`src/verilog/elinkCanPkg.sv`:
```
package elinkCanPkg;

   // elink frame layout
   // bytes per valid frame, the two header bytes included
   localparam int FRAME_LEN = 12;
   // header bytes ahead of the buffer positions
   localparam int HDR_LEN = 2;
   // message buffer bytes, frame positions 2 to 11
   localparam int MSG_BYTES = 10;
   // required value of frame byte 1
   localparam logic [7:0] FRAME_TYPE_CAN = 8'hA5;
   // width of the buffer address and the position counter
   localparam int ADDR_W = 5;

   // message queue and flow control
   localparam int QUEUE_DEPTH = 4;
   // credits granted by the consumer at reset
   localparam int CREDIT_INIT = 2;
   localparam int PTR_W = $clog2(QUEUE_DEPTH);
   // occupancy has to reach QUEUE_DEPTH itself
   localparam int OCC_W = $clog2(QUEUE_DEPTH + 1);
   localparam int CRD_W = $clog2(CREDIT_INIT + 1);

   // error and drop counters, saturating at all ones
   localparam int CNT_W = 8;

   // one symbol slot from the elink deserializer
   typedef struct packed {
      logic [7:0] data;
      // slot carries a byte
      logic       valid;
      // first byte of a frame
      logic       sof;
      // last byte of a frame
      logic       eof;
   } elinkByte_t;

   // completed CAN message, 76 bits
   typedef struct packed {
      // buffer byte 0
      logic [7:0]  busSel;
      // buffer bytes 1 and 2, byte 1 on top
      logic [15:0] cobId;
      // buffer bytes 3 to 8, byte 3 on top
      logic [47:0] payload;
      // upper nibble of buffer byte 9
      logic [3:0]  dlc;
   } canMsg_t;

endpackage

```
`src/verilog/elinkFrameRx.sv`:
```
`timescale 1ns/1ns

module elinkFrameRx
(
   input  logic                             clk,
   input  logic                             rst,
   input  elinkCanPkg::elinkByte_t          rxByte,
   output logic                             wrEn,
   output logic [elinkCanPkg::ADDR_W-1:0]   addr,
   output logic [7:0]                       wrData,
   output logic                             commit,
   output logic [elinkCanPkg::CNT_W-1:0]    frameErrCount
);

   // next expected frame position
   logic [elinkCanPkg::ADDR_W-1:0] posCnt;
   // a sof has been seen and no eof yet
   logic                           inFrame;
   // byte 1 of the current frame matched the CAN type
   logic                           typeOk;
   // eof of a good frame, one cycle ahead of commit
   logic                           commitReq;

   // position and state as seen by the byte on the input this cycle
   logic [elinkCanPkg::ADDR_W-1:0] curPos;
   logic                           curInFrame;
   logic                           inWindow;
   logic                           doWrite;
   logic                           endOfFrame;
   logic                           frameGood;

   always_comb
   begin
      // sof restarts counting, even in the middle of a frame
      curPos     = rxByte.sof ? '0 : posCnt;
      curInFrame = rxByte.sof | inFrame;
      // positions 2 to 11 map onto the buffer
      inWindow   = (curPos >= elinkCanPkg::ADDR_W'(elinkCanPkg::HDR_LEN)) &&
                   (curPos <= elinkCanPkg::ADDR_W'(elinkCanPkg::FRAME_LEN - 1));
      // typeOk is stale only at position 0, which is outside the window
      doWrite    = rxByte.valid && curInFrame && typeOk && inWindow;
      endOfFrame = rxByte.valid && rxByte.eof;
      // eof must land exactly on the last position of a typed frame
      frameGood  = curInFrame && typeOk &&
                   (curPos == elinkCanPkg::ADDR_W'(elinkCanPkg::FRAME_LEN - 1));
   end

   // frame tracking
   always_ff @(posedge clk or negedge rst)
   begin
      if (!rst)
      begin
         posCnt  <= '0;
         inFrame <= 1'b0;
         typeOk  <= 1'b0;
      end
      else if (rxByte.valid)
      begin
         if (rxByte.eof)
         begin
            // ready for the next frame
            posCnt  <= '0;
            inFrame <= 1'b0;
         end
         else
         begin
            // saturate so long frames never wrap back into the window
            if (curPos != '1)
            begin
               posCnt <= curPos + 1'b1;
            end
            else
            begin
               posCnt <= curPos;
            end
            inFrame <= curInFrame;
         end
         // type byte decides the rest of the frame
         if (rxByte.sof)
         begin
            typeOk <= 1'b0;
         end
         else if (curPos == elinkCanPkg::ADDR_W'(1))
         begin
            typeOk <= (rxByte.data == elinkCanPkg::FRAME_TYPE_CAN);
         end
      end
   end

   // write strobe, commit pipeline and error count
   always_ff @(posedge clk or negedge rst)
   begin
      if (!rst)
      begin
         wrEn          <= 1'b0;
         commitReq     <= 1'b0;
         commit        <= 1'b0;
         frameErrCount <= '0;
      end
      else
      begin
         wrEn      <= doWrite;
         commitReq <= endOfFrame && frameGood;
         // commit follows the eof byte's write by one cycle
         commit    <= commitReq;
         // short, long, untyped or sof-less frames all land here
         if (endOfFrame && !frameGood && (frameErrCount != '1))
         begin
            frameErrCount <= frameErrCount + 1'b1;
         end
      end
   end

   // address and data only matter while wrEn is high
   always_ff @(posedge clk)
   begin
      if (doWrite)
      begin
         addr   <= curPos;
         wrData <= rxByte.data;
      end
   end

endmodule

```
`src/verilog/canMsgBuffer.sv`:
```
`timescale 1ns/1ns

module canMsgBuffer
(
   input  logic                             clk,
   input  logic                             rst,
   input  logic                             wrEn,
   input  logic [elinkCanPkg::ADDR_W-1:0]   addr,
   input  logic [7:0]                       wrData,
   input  logic                             commit,
   output elinkCanPkg::canMsg_t             msg,
   output logic                             push
);

   // message bytes, buffer byte 0 sits at frame position 2
   logic [7:0] msgBytes  [elinkCanPkg::MSG_BYTES];
   // bytes with this cycle's write already applied
   logic [7:0] nextBytes [elinkCanPkg::MSG_BYTES];
   logic [elinkCanPkg::ADDR_W-1:0] idx;
   logic                           hit;
   elinkCanPkg::canMsg_t           packMsg;

   always_comb
   begin
      idx = addr - elinkCanPkg::ADDR_W'(elinkCanPkg::HDR_LEN);
      // header positions and anything past 11 are ignored
      hit = wrEn &&
            (addr >= elinkCanPkg::ADDR_W'(elinkCanPkg::HDR_LEN)) &&
            (addr < elinkCanPkg::ADDR_W'(elinkCanPkg::HDR_LEN + elinkCanPkg::MSG_BYTES));
      for (int i = 0; i < elinkCanPkg::MSG_BYTES; i++)
      begin
         if (hit && (idx == elinkCanPkg::ADDR_W'(i)))
         begin
            nextBytes[i] = wrData;
         end
         else
         begin
            nextBytes[i] = msgBytes[i];
         end
      end
   end

   // packing order of the CAN message
   always_comb
   begin
      packMsg.busSel  = nextBytes[0];
      packMsg.cobId   = {nextBytes[1], nextBytes[2]};
      packMsg.payload = {nextBytes[3], nextBytes[4], nextBytes[5],
                         nextBytes[6], nextBytes[7], nextBytes[8]};
      // low nibble of byte 9 carries nothing
      packMsg.dlc     = nextBytes[9][7:4];
   end

   // byte storage
   always_ff @(posedge clk)
   begin
      msgBytes <= nextBytes;
   end

   // message snapshot, valid only alongside push
   always_ff @(posedge clk)
   begin
      if (commit)
      begin
         msg <= packMsg;
      end
   end

   always_ff @(posedge clk or negedge rst)
   begin
      if (!rst)
      begin
         push <= 1'b0;
      end
      else
      begin
         push <= commit;
      end
   end

endmodule

```
`src/verilog/canMsgQueue.sv`:
```
`timescale 1ns/1ns

module canMsgQueue
(
   input  logic                             clk,
   input  logic                             rst,
   input  elinkCanPkg::canMsg_t             msg,
   input  logic                             push,
   input  logic                             creditReturn,
   output elinkCanPkg::canMsg_t             msgOut,
   output logic                             msgValid,
   output logic [elinkCanPkg::CNT_W-1:0]    dropCount
);

   // circular message store
   elinkCanPkg::canMsg_t           mem [elinkCanPkg::QUEUE_DEPTH];
   logic [elinkCanPkg::PTR_W-1:0]  wrPtr;
   logic [elinkCanPkg::PTR_W-1:0]  rdPtr;
   // stored entries
   logic [elinkCanPkg::OCC_W-1:0]  count;
   // credits currently held from the consumer
   logic [elinkCanPkg::CRD_W-1:0]  credits;

   logic                           empty;
   logic                           full;
   logic                           issue;
   logic                           pushAcc;
   logic                           store;
   logic                           pop;
   logic [elinkCanPkg::CRD_W:0]    creditSum;
   elinkCanPkg::canMsg_t           headData;

   always_comb
   begin
      empty     = (count == '0);
      full      = (count == elinkCanPkg::OCC_W'(elinkCanPkg::QUEUE_DEPTH));
      // an empty queue passes the incoming push straight to the output
      headData  = empty ? msg : mem[rdPtr];
      issue     = (credits != '0) && (!empty || push);
      // full means dropped, even if the head leaves this cycle
      pushAcc   = push && !full;
      store     = pushAcc && !(issue && empty);
      pop       = issue && !empty;
      // issue needs a credit, so this never goes below zero
      creditSum = {1'b0, credits} + creditReturn - issue;
   end

   // storage
   always_ff @(posedge clk)
   begin
      if (store)
      begin
         mem[wrPtr] <= msg;
      end
   end

   // pointers, occupancy and credit count
   always_ff @(posedge clk or negedge rst)
   begin
      if (!rst)
      begin
         wrPtr   <= '0;
         rdPtr   <= '0;
         count   <= '0;
         credits <= elinkCanPkg::CRD_W'(elinkCanPkg::CREDIT_INIT);
      end
      else
      begin
         // depth is a power of two, pointers wrap on their own
         if (store)
         begin
            wrPtr <= wrPtr + 1'b1;
         end
         if (pop)
         begin
            rdPtr <= rdPtr + 1'b1;
         end
         count <= count + elinkCanPkg::OCC_W'(store) - elinkCanPkg::OCC_W'(pop);
         // never hold more than the consumer handed out
         if (creditSum > (elinkCanPkg::CRD_W + 1)'(elinkCanPkg::CREDIT_INIT))
         begin
            credits <= elinkCanPkg::CRD_W'(elinkCanPkg::CREDIT_INIT);
         end
         else
         begin
            credits <= creditSum[elinkCanPkg::CRD_W-1:0];
         end
      end
   end

   // output pulse and drop count
   always_ff @(posedge clk or negedge rst)
   begin
      if (!rst)
      begin
         msgValid  <= 1'b0;
         dropCount <= '0;
      end
      else
      begin
         msgValid <= issue;
         if (push && full && (dropCount != '1))
         begin
            dropCount <= dropCount + 1'b1;
         end
      end
   end

   // output message register, qualified by msgValid
   always_ff @(posedge clk)
   begin
      if (issue)
      begin
         msgOut <= headData;
      end
   end

endmodule

```
`src/verilog/elinkCanTop.sv`:
```
`timescale 1ns/1ns

module elinkCanTop
(
   input  logic                             clk,
   input  logic                             rst,
   input  elinkCanPkg::elinkByte_t          rxByte,
   input  logic                             creditReturn,
   output elinkCanPkg::canMsg_t             msgOut,
   output logic                             msgValid,
   output logic [elinkCanPkg::CNT_W-1:0]    frameErrCount,
   output logic [elinkCanPkg::CNT_W-1:0]    dropCount
);

   // receiver to buffer
   logic                           wrEn;
   logic [elinkCanPkg::ADDR_W-1:0] addr;
   logic [7:0]                     wrData;
   logic                           commit;
   // buffer to queue
   elinkCanPkg::canMsg_t           bufMsg;
   logic                           push;

   elinkFrameRx i_frameRx (
      .clk           (clk),
      .rst           (rst),
      .rxByte        (rxByte),
      .wrEn          (wrEn),
      .addr          (addr),
      .wrData        (wrData),
      .commit        (commit),
      .frameErrCount (frameErrCount)
   );

   canMsgBuffer i_msgBuffer (
      .clk    (clk),
      .rst    (rst),
      .wrEn   (wrEn),
      .addr   (addr),
      .wrData (wrData),
      .commit (commit),
      .msg    (bufMsg),
      .push   (push)
   );

   // credited queue toward the CAN side
   canMsgQueue i_msgQueue (
      .clk          (clk),
      .rst          (rst),
      .msg          (bufMsg),
      .push         (push),
      .creditReturn (creditReturn),
      .msgOut       (msgOut),
      .msgValid     (msgValid),
      .dropCount    (dropCount)
   );

endmodule

```
`config.mk`:
```
export PLATFORM = sky130hd
export DESIGN_NAME = elinkCanTop
export DESIGN_NICKNAME = d
export VERILOG_FILES = /design/src/verilog/elinkCanPkg.sv /design/src/verilog/elinkFrameRx.sv /design/src/verilog/canMsgBuffer.sv /design/src/verilog/canMsgQueue.sv /design/src/verilog/elinkCanTop.sv
export SDC_FILE = /design/constraint.sdc
export NUM_CORES = 1
export LEC_CHECK = 0
export BUFFER_PORTS_ARGS = -buffer_cell sky130_fd_sc_hd__buf_2
export CORE_MARGIN = 1
export CORE_UTILIZATION = 35
export DETAILED_ROUTE_END_ITERATION = 7
export GPL_ROUTABILITY_DRIVEN = 0
export PLACE_DENSITY = 0.62
export SLEW_MARGIN = 20
export SYNTH_ARGS = -nofsm -noshare
export SYNTH_HDL_FRONTEND = slang
export SYNTH_SLANG_ARGS = --single-unit
```
`constraint.sdc`:
```
create_clock -name clk -period 12.66 [get_ports clk]
set_clock_uncertainty 0.15 [all_clocks]
set_input_delay 1.266 -clock clk [delete_from_list [all_inputs] [get_ports clk]]
set_output_delay 1.266 -clock clk [all_outputs]
set_load 0.005 [all_outputs]
```
==> metrics.md <==
| Metric | Value |
|---|---|
| Most frequent cells in the layout | `edfxtp_1, mux2_2, buf_2, mux4_2, dfxtp_1` |
| Hpwl dp | `22,800 µm` |
| Via count of the first global-routing pass | `10,300` |
| Clock power share | `44.3%` |
| Non-filler instance count after layout | `1,995` |
| Ys async rst share | `6.36%` |
| Synthesized instance count | `1,021` |
| P_int | `0.00302 W` |
| Post-DR vias/cell | `4.92` |
| Drt pass-1 iters | `4` |
| Net Count, Synth | `1,051` |
| Max Cap Viol | `0` |
| Relative slew margins | `30.0%` |
| Die ar. | `0.0627 mm²` |
| Setup violators final | `0` |
| Pwr/cell area | `152 mW/mm²` |
| WP data required | `12.87 ns` |
| Status | `complete, no violations` |
| Setup TNS | `0 ns` |
| Die Y | `250 µm` |
| Antenna Nets Post-Route | `0` |
| Worst min path class | `reg2reg` |
| Clock Pin Slew Worst Setup and Hold Paths | `0.06 ns` |
| Cts hold-fix bufs | `0` |
| Syn avg cell area | `21.1 µm²` |
| CP endpoint kind | `register` |
| Yosys Warn Count | `0` |
| Cell area after synthesis | `0.0216 mm²` |
| Global-route wire length before repair | `63,600 µm` |
| EDFF count, synth | `469` |
| Fin crit period | `3.32 ns` |
| WL/cell | `20.8 µm` |
| Clock Path Buffers | `3` |
| Sequential element share of the synthesized area | `76.6%` |
| TritonCTS Buffers | `59` |
| Commonest register cell after synthesis | `edfxtp_1` |
| Dpl cells | `1,881` |
| CTS root buf | `clkbuf_16` |
| RSZ-0062 raised after global routing | `no` |
| Fin. Hold Viols | `0` |
| Die width | `250 µm` |
| CTS sink cnt | `582` |
| Largest net degree at the start of global routing | `55` |
| Logic pwr share | `1.1%` |
| Pleak | `9.27 nW` |
| CTS tree | `yes` |
| Starting density of the core | `35.6%` |
| Sw Share | `20.2%` |
| Crit path launch type | `register` |
| Drt first-iter violations | `621` |
| Register bit count reported by yosys | `582` |
| # Post-CTS Setup Buffers | `0` |
| WS Path Type | `reg2reg` |
| Share of cells above drive strength 1 | `37.9%` |
| # nets final | `1,191` |
| Congestion Overflow GR | `0` |
| Area grow syn2layout | `15.6%` |
| H-tree levels | `2` |
| Port Buffers | `106` |
| Overall Power | `0.00379 W` |
| Fin crit share | `26.3%` |
| Critical path data arrival time | `3.54 ns` |
| Vias | `9,818` |
| Clk_lat worst skew | `0.61 ns` |
| Seq pwr share | `54.6%` |
| Routed wire length | `41,500 µm` |
| Rows | `90` |
| Tot GR Track Use | `13.4%` |
| Psw | `0.000766 W` |
| Fmax | `301 MHz` |
| Placeable Area | `0.0607 mm²` |
| Commonest non-fill, non-tap cell in the layout | `edfxtp_1` |
| Post-CTS sizing | `0` |
| DR DRC count | `0` |
| Library cells used by synthesis | `55` |
| Max VDD drop | `0.000116 V` |
| Crit path max fanout | `9` |
| Pins Over Slew Limit | `0` |
| Slew @ Worst Pin | `1.05 ns` |
| I/O Pins | `107` |
| Initial antenna violation count | `3` |
power groups by stage:
| stage | combinational [W] | clock [W] | sequential (W) |
|---|---|---|---|
| finish | 0.0000421 | 0.00168 | 0.00207 |
| global placement | 0.0000413 | 0 | 0.00211 |
| CTS | 0.0000426 | 0.00172 | 0.00207 |
| detailed placement | 0.0000425 | 0 | 0.00211 |
| floorplan | 0.0000210 | 0 | 0.00211 |
| global route | 0.0000479 | 0.00180 | 0.00207 |
registers in the layout (all words and copies together), names as in the netlist, 2 cells and up:
| name | count |
|---|---|
| i_frameRx.wrData | 8 |
| i_msgQueue.wrPtr | 2 |
| i_msgQueue.rdPtr | 2 |
| i_msgBuffer.msgBytes | 76 |
| i_msgQueue.mem | 304 |
| i_frameRx.frameErrCount | 8 |
| i_msgQueue.credits | 2 |
| i_frameRx.posCnt | 5 |
| i_msgQueue.msgOut | 76 |
| i_msgQueue.dropCount | 8 |
| i_msgBuffer.msg | 76 |
| i_msgQueue.count | 3 |
| i_frameRx.addr | 5 |
area by class of cell:
cell class	count	area, µm²
diodes	1	2.50
clock buffers	85	1670
clock inverters	27	240
fillers	5283	35700
inverters	18	67.6
multi-input cells	383	4820
flip-flops and latches	582	16500
well taps	782	978
repair buffers	117	633
worst paths after layout:
check / start / end / slack, ns / depth (start not counted)
max in group asynchronous: rst / i_msgQueue.rdPtr[0] / 11.10 / 1
min in group asynchronous: rst / i_frameRx.frameErrCount[3] / 0.62 / 1
max: i_frameRx.addr[1] / i_msgBuffer.msg[45] / 9.34 / 5
max reg2reg: i_frameRx.addr[1] / i_msgBuffer.msg[45] / 9.34 / 5
min reg2reg: i_frameRx.commitReq / i_frameRx.commit / 0.20 / 0
min: i_frameRx.commitReq / i_frameRx.commit / 0.20 / 0
through the flow:
stage                     setup WS, ns  hold slack, ns  instance area (µm²)  utilization (%)
after floorplan                   8.19           0.181                21600                -
after global placement            8.81           0.182                23000             37.9
after detailed placement          8.75           0.188                23000             37.9
after CTS                         9.35           0.200                24900             41.1
after global routing              9.18           0.200                25000             41.1
final                             9.34           0.200                25000             41.1
cell families after synthesis:
logic type	after synthesis	share of synthesized area, %
simple gates	88	2.75
fa+ha+maj	16	0.997
mux	232	16.6
xor+xnor	20	0.812
buf+inv	56	1.19
flops	582	76.6
compound gates	27	1.11
critical path: stages, from the launching register on:
cell and delay, ns:
edfxtp_1 0.70, inv_1 0.22, ha_1 0.56, inv_1 0.16, or4_1 0.86, mux2_4 0.42
synth_stat cells, types with 3 or more instances:
cell type  number  share of area [%]
edfxtp_1      469                 65
mux2_2        121                6.3
dfxtp_1        76                7.0
mux4_2         76                7.9
dfrtp_1        36                4.2
mux2_4         28                1.9
inv_1          18               0.31
clkbuf_1       15               0.26
xor2_1         15               0.61
ha_1           14               0.81
nor2_1         14               0.24
buf_2          13               0.30
nand2_1        13               0.23
a21oi_1         7               0.16
mux2_1          7               0.37
nand3_1         7               0.16
and2_1          6               0.17
nor3_1          6               0.14
buf_1           5              0.087
nand4_1         5               0.14
o21ai_0         5               0.12
xnor2_1         5               0.20
buf_6           4               0.21
nor2b_1         4               0.12
nor3b_1         4               0.14
nor4_4          4               0.39
or4_1           4               0.14
nand2b_1        3              0.087
nor4_1          3              0.087
metal layers:
layer  up-vias  GRT usage [%]  wire length [µm]
met5         -              0                 0
met2       211           21.3             19700
met4         0           3.84               779
li1       4353              -                 -
met1      5196           19.1             19300
met3        58           2.28              1730
Note: power is estimated with default switching activity, not from simulation.
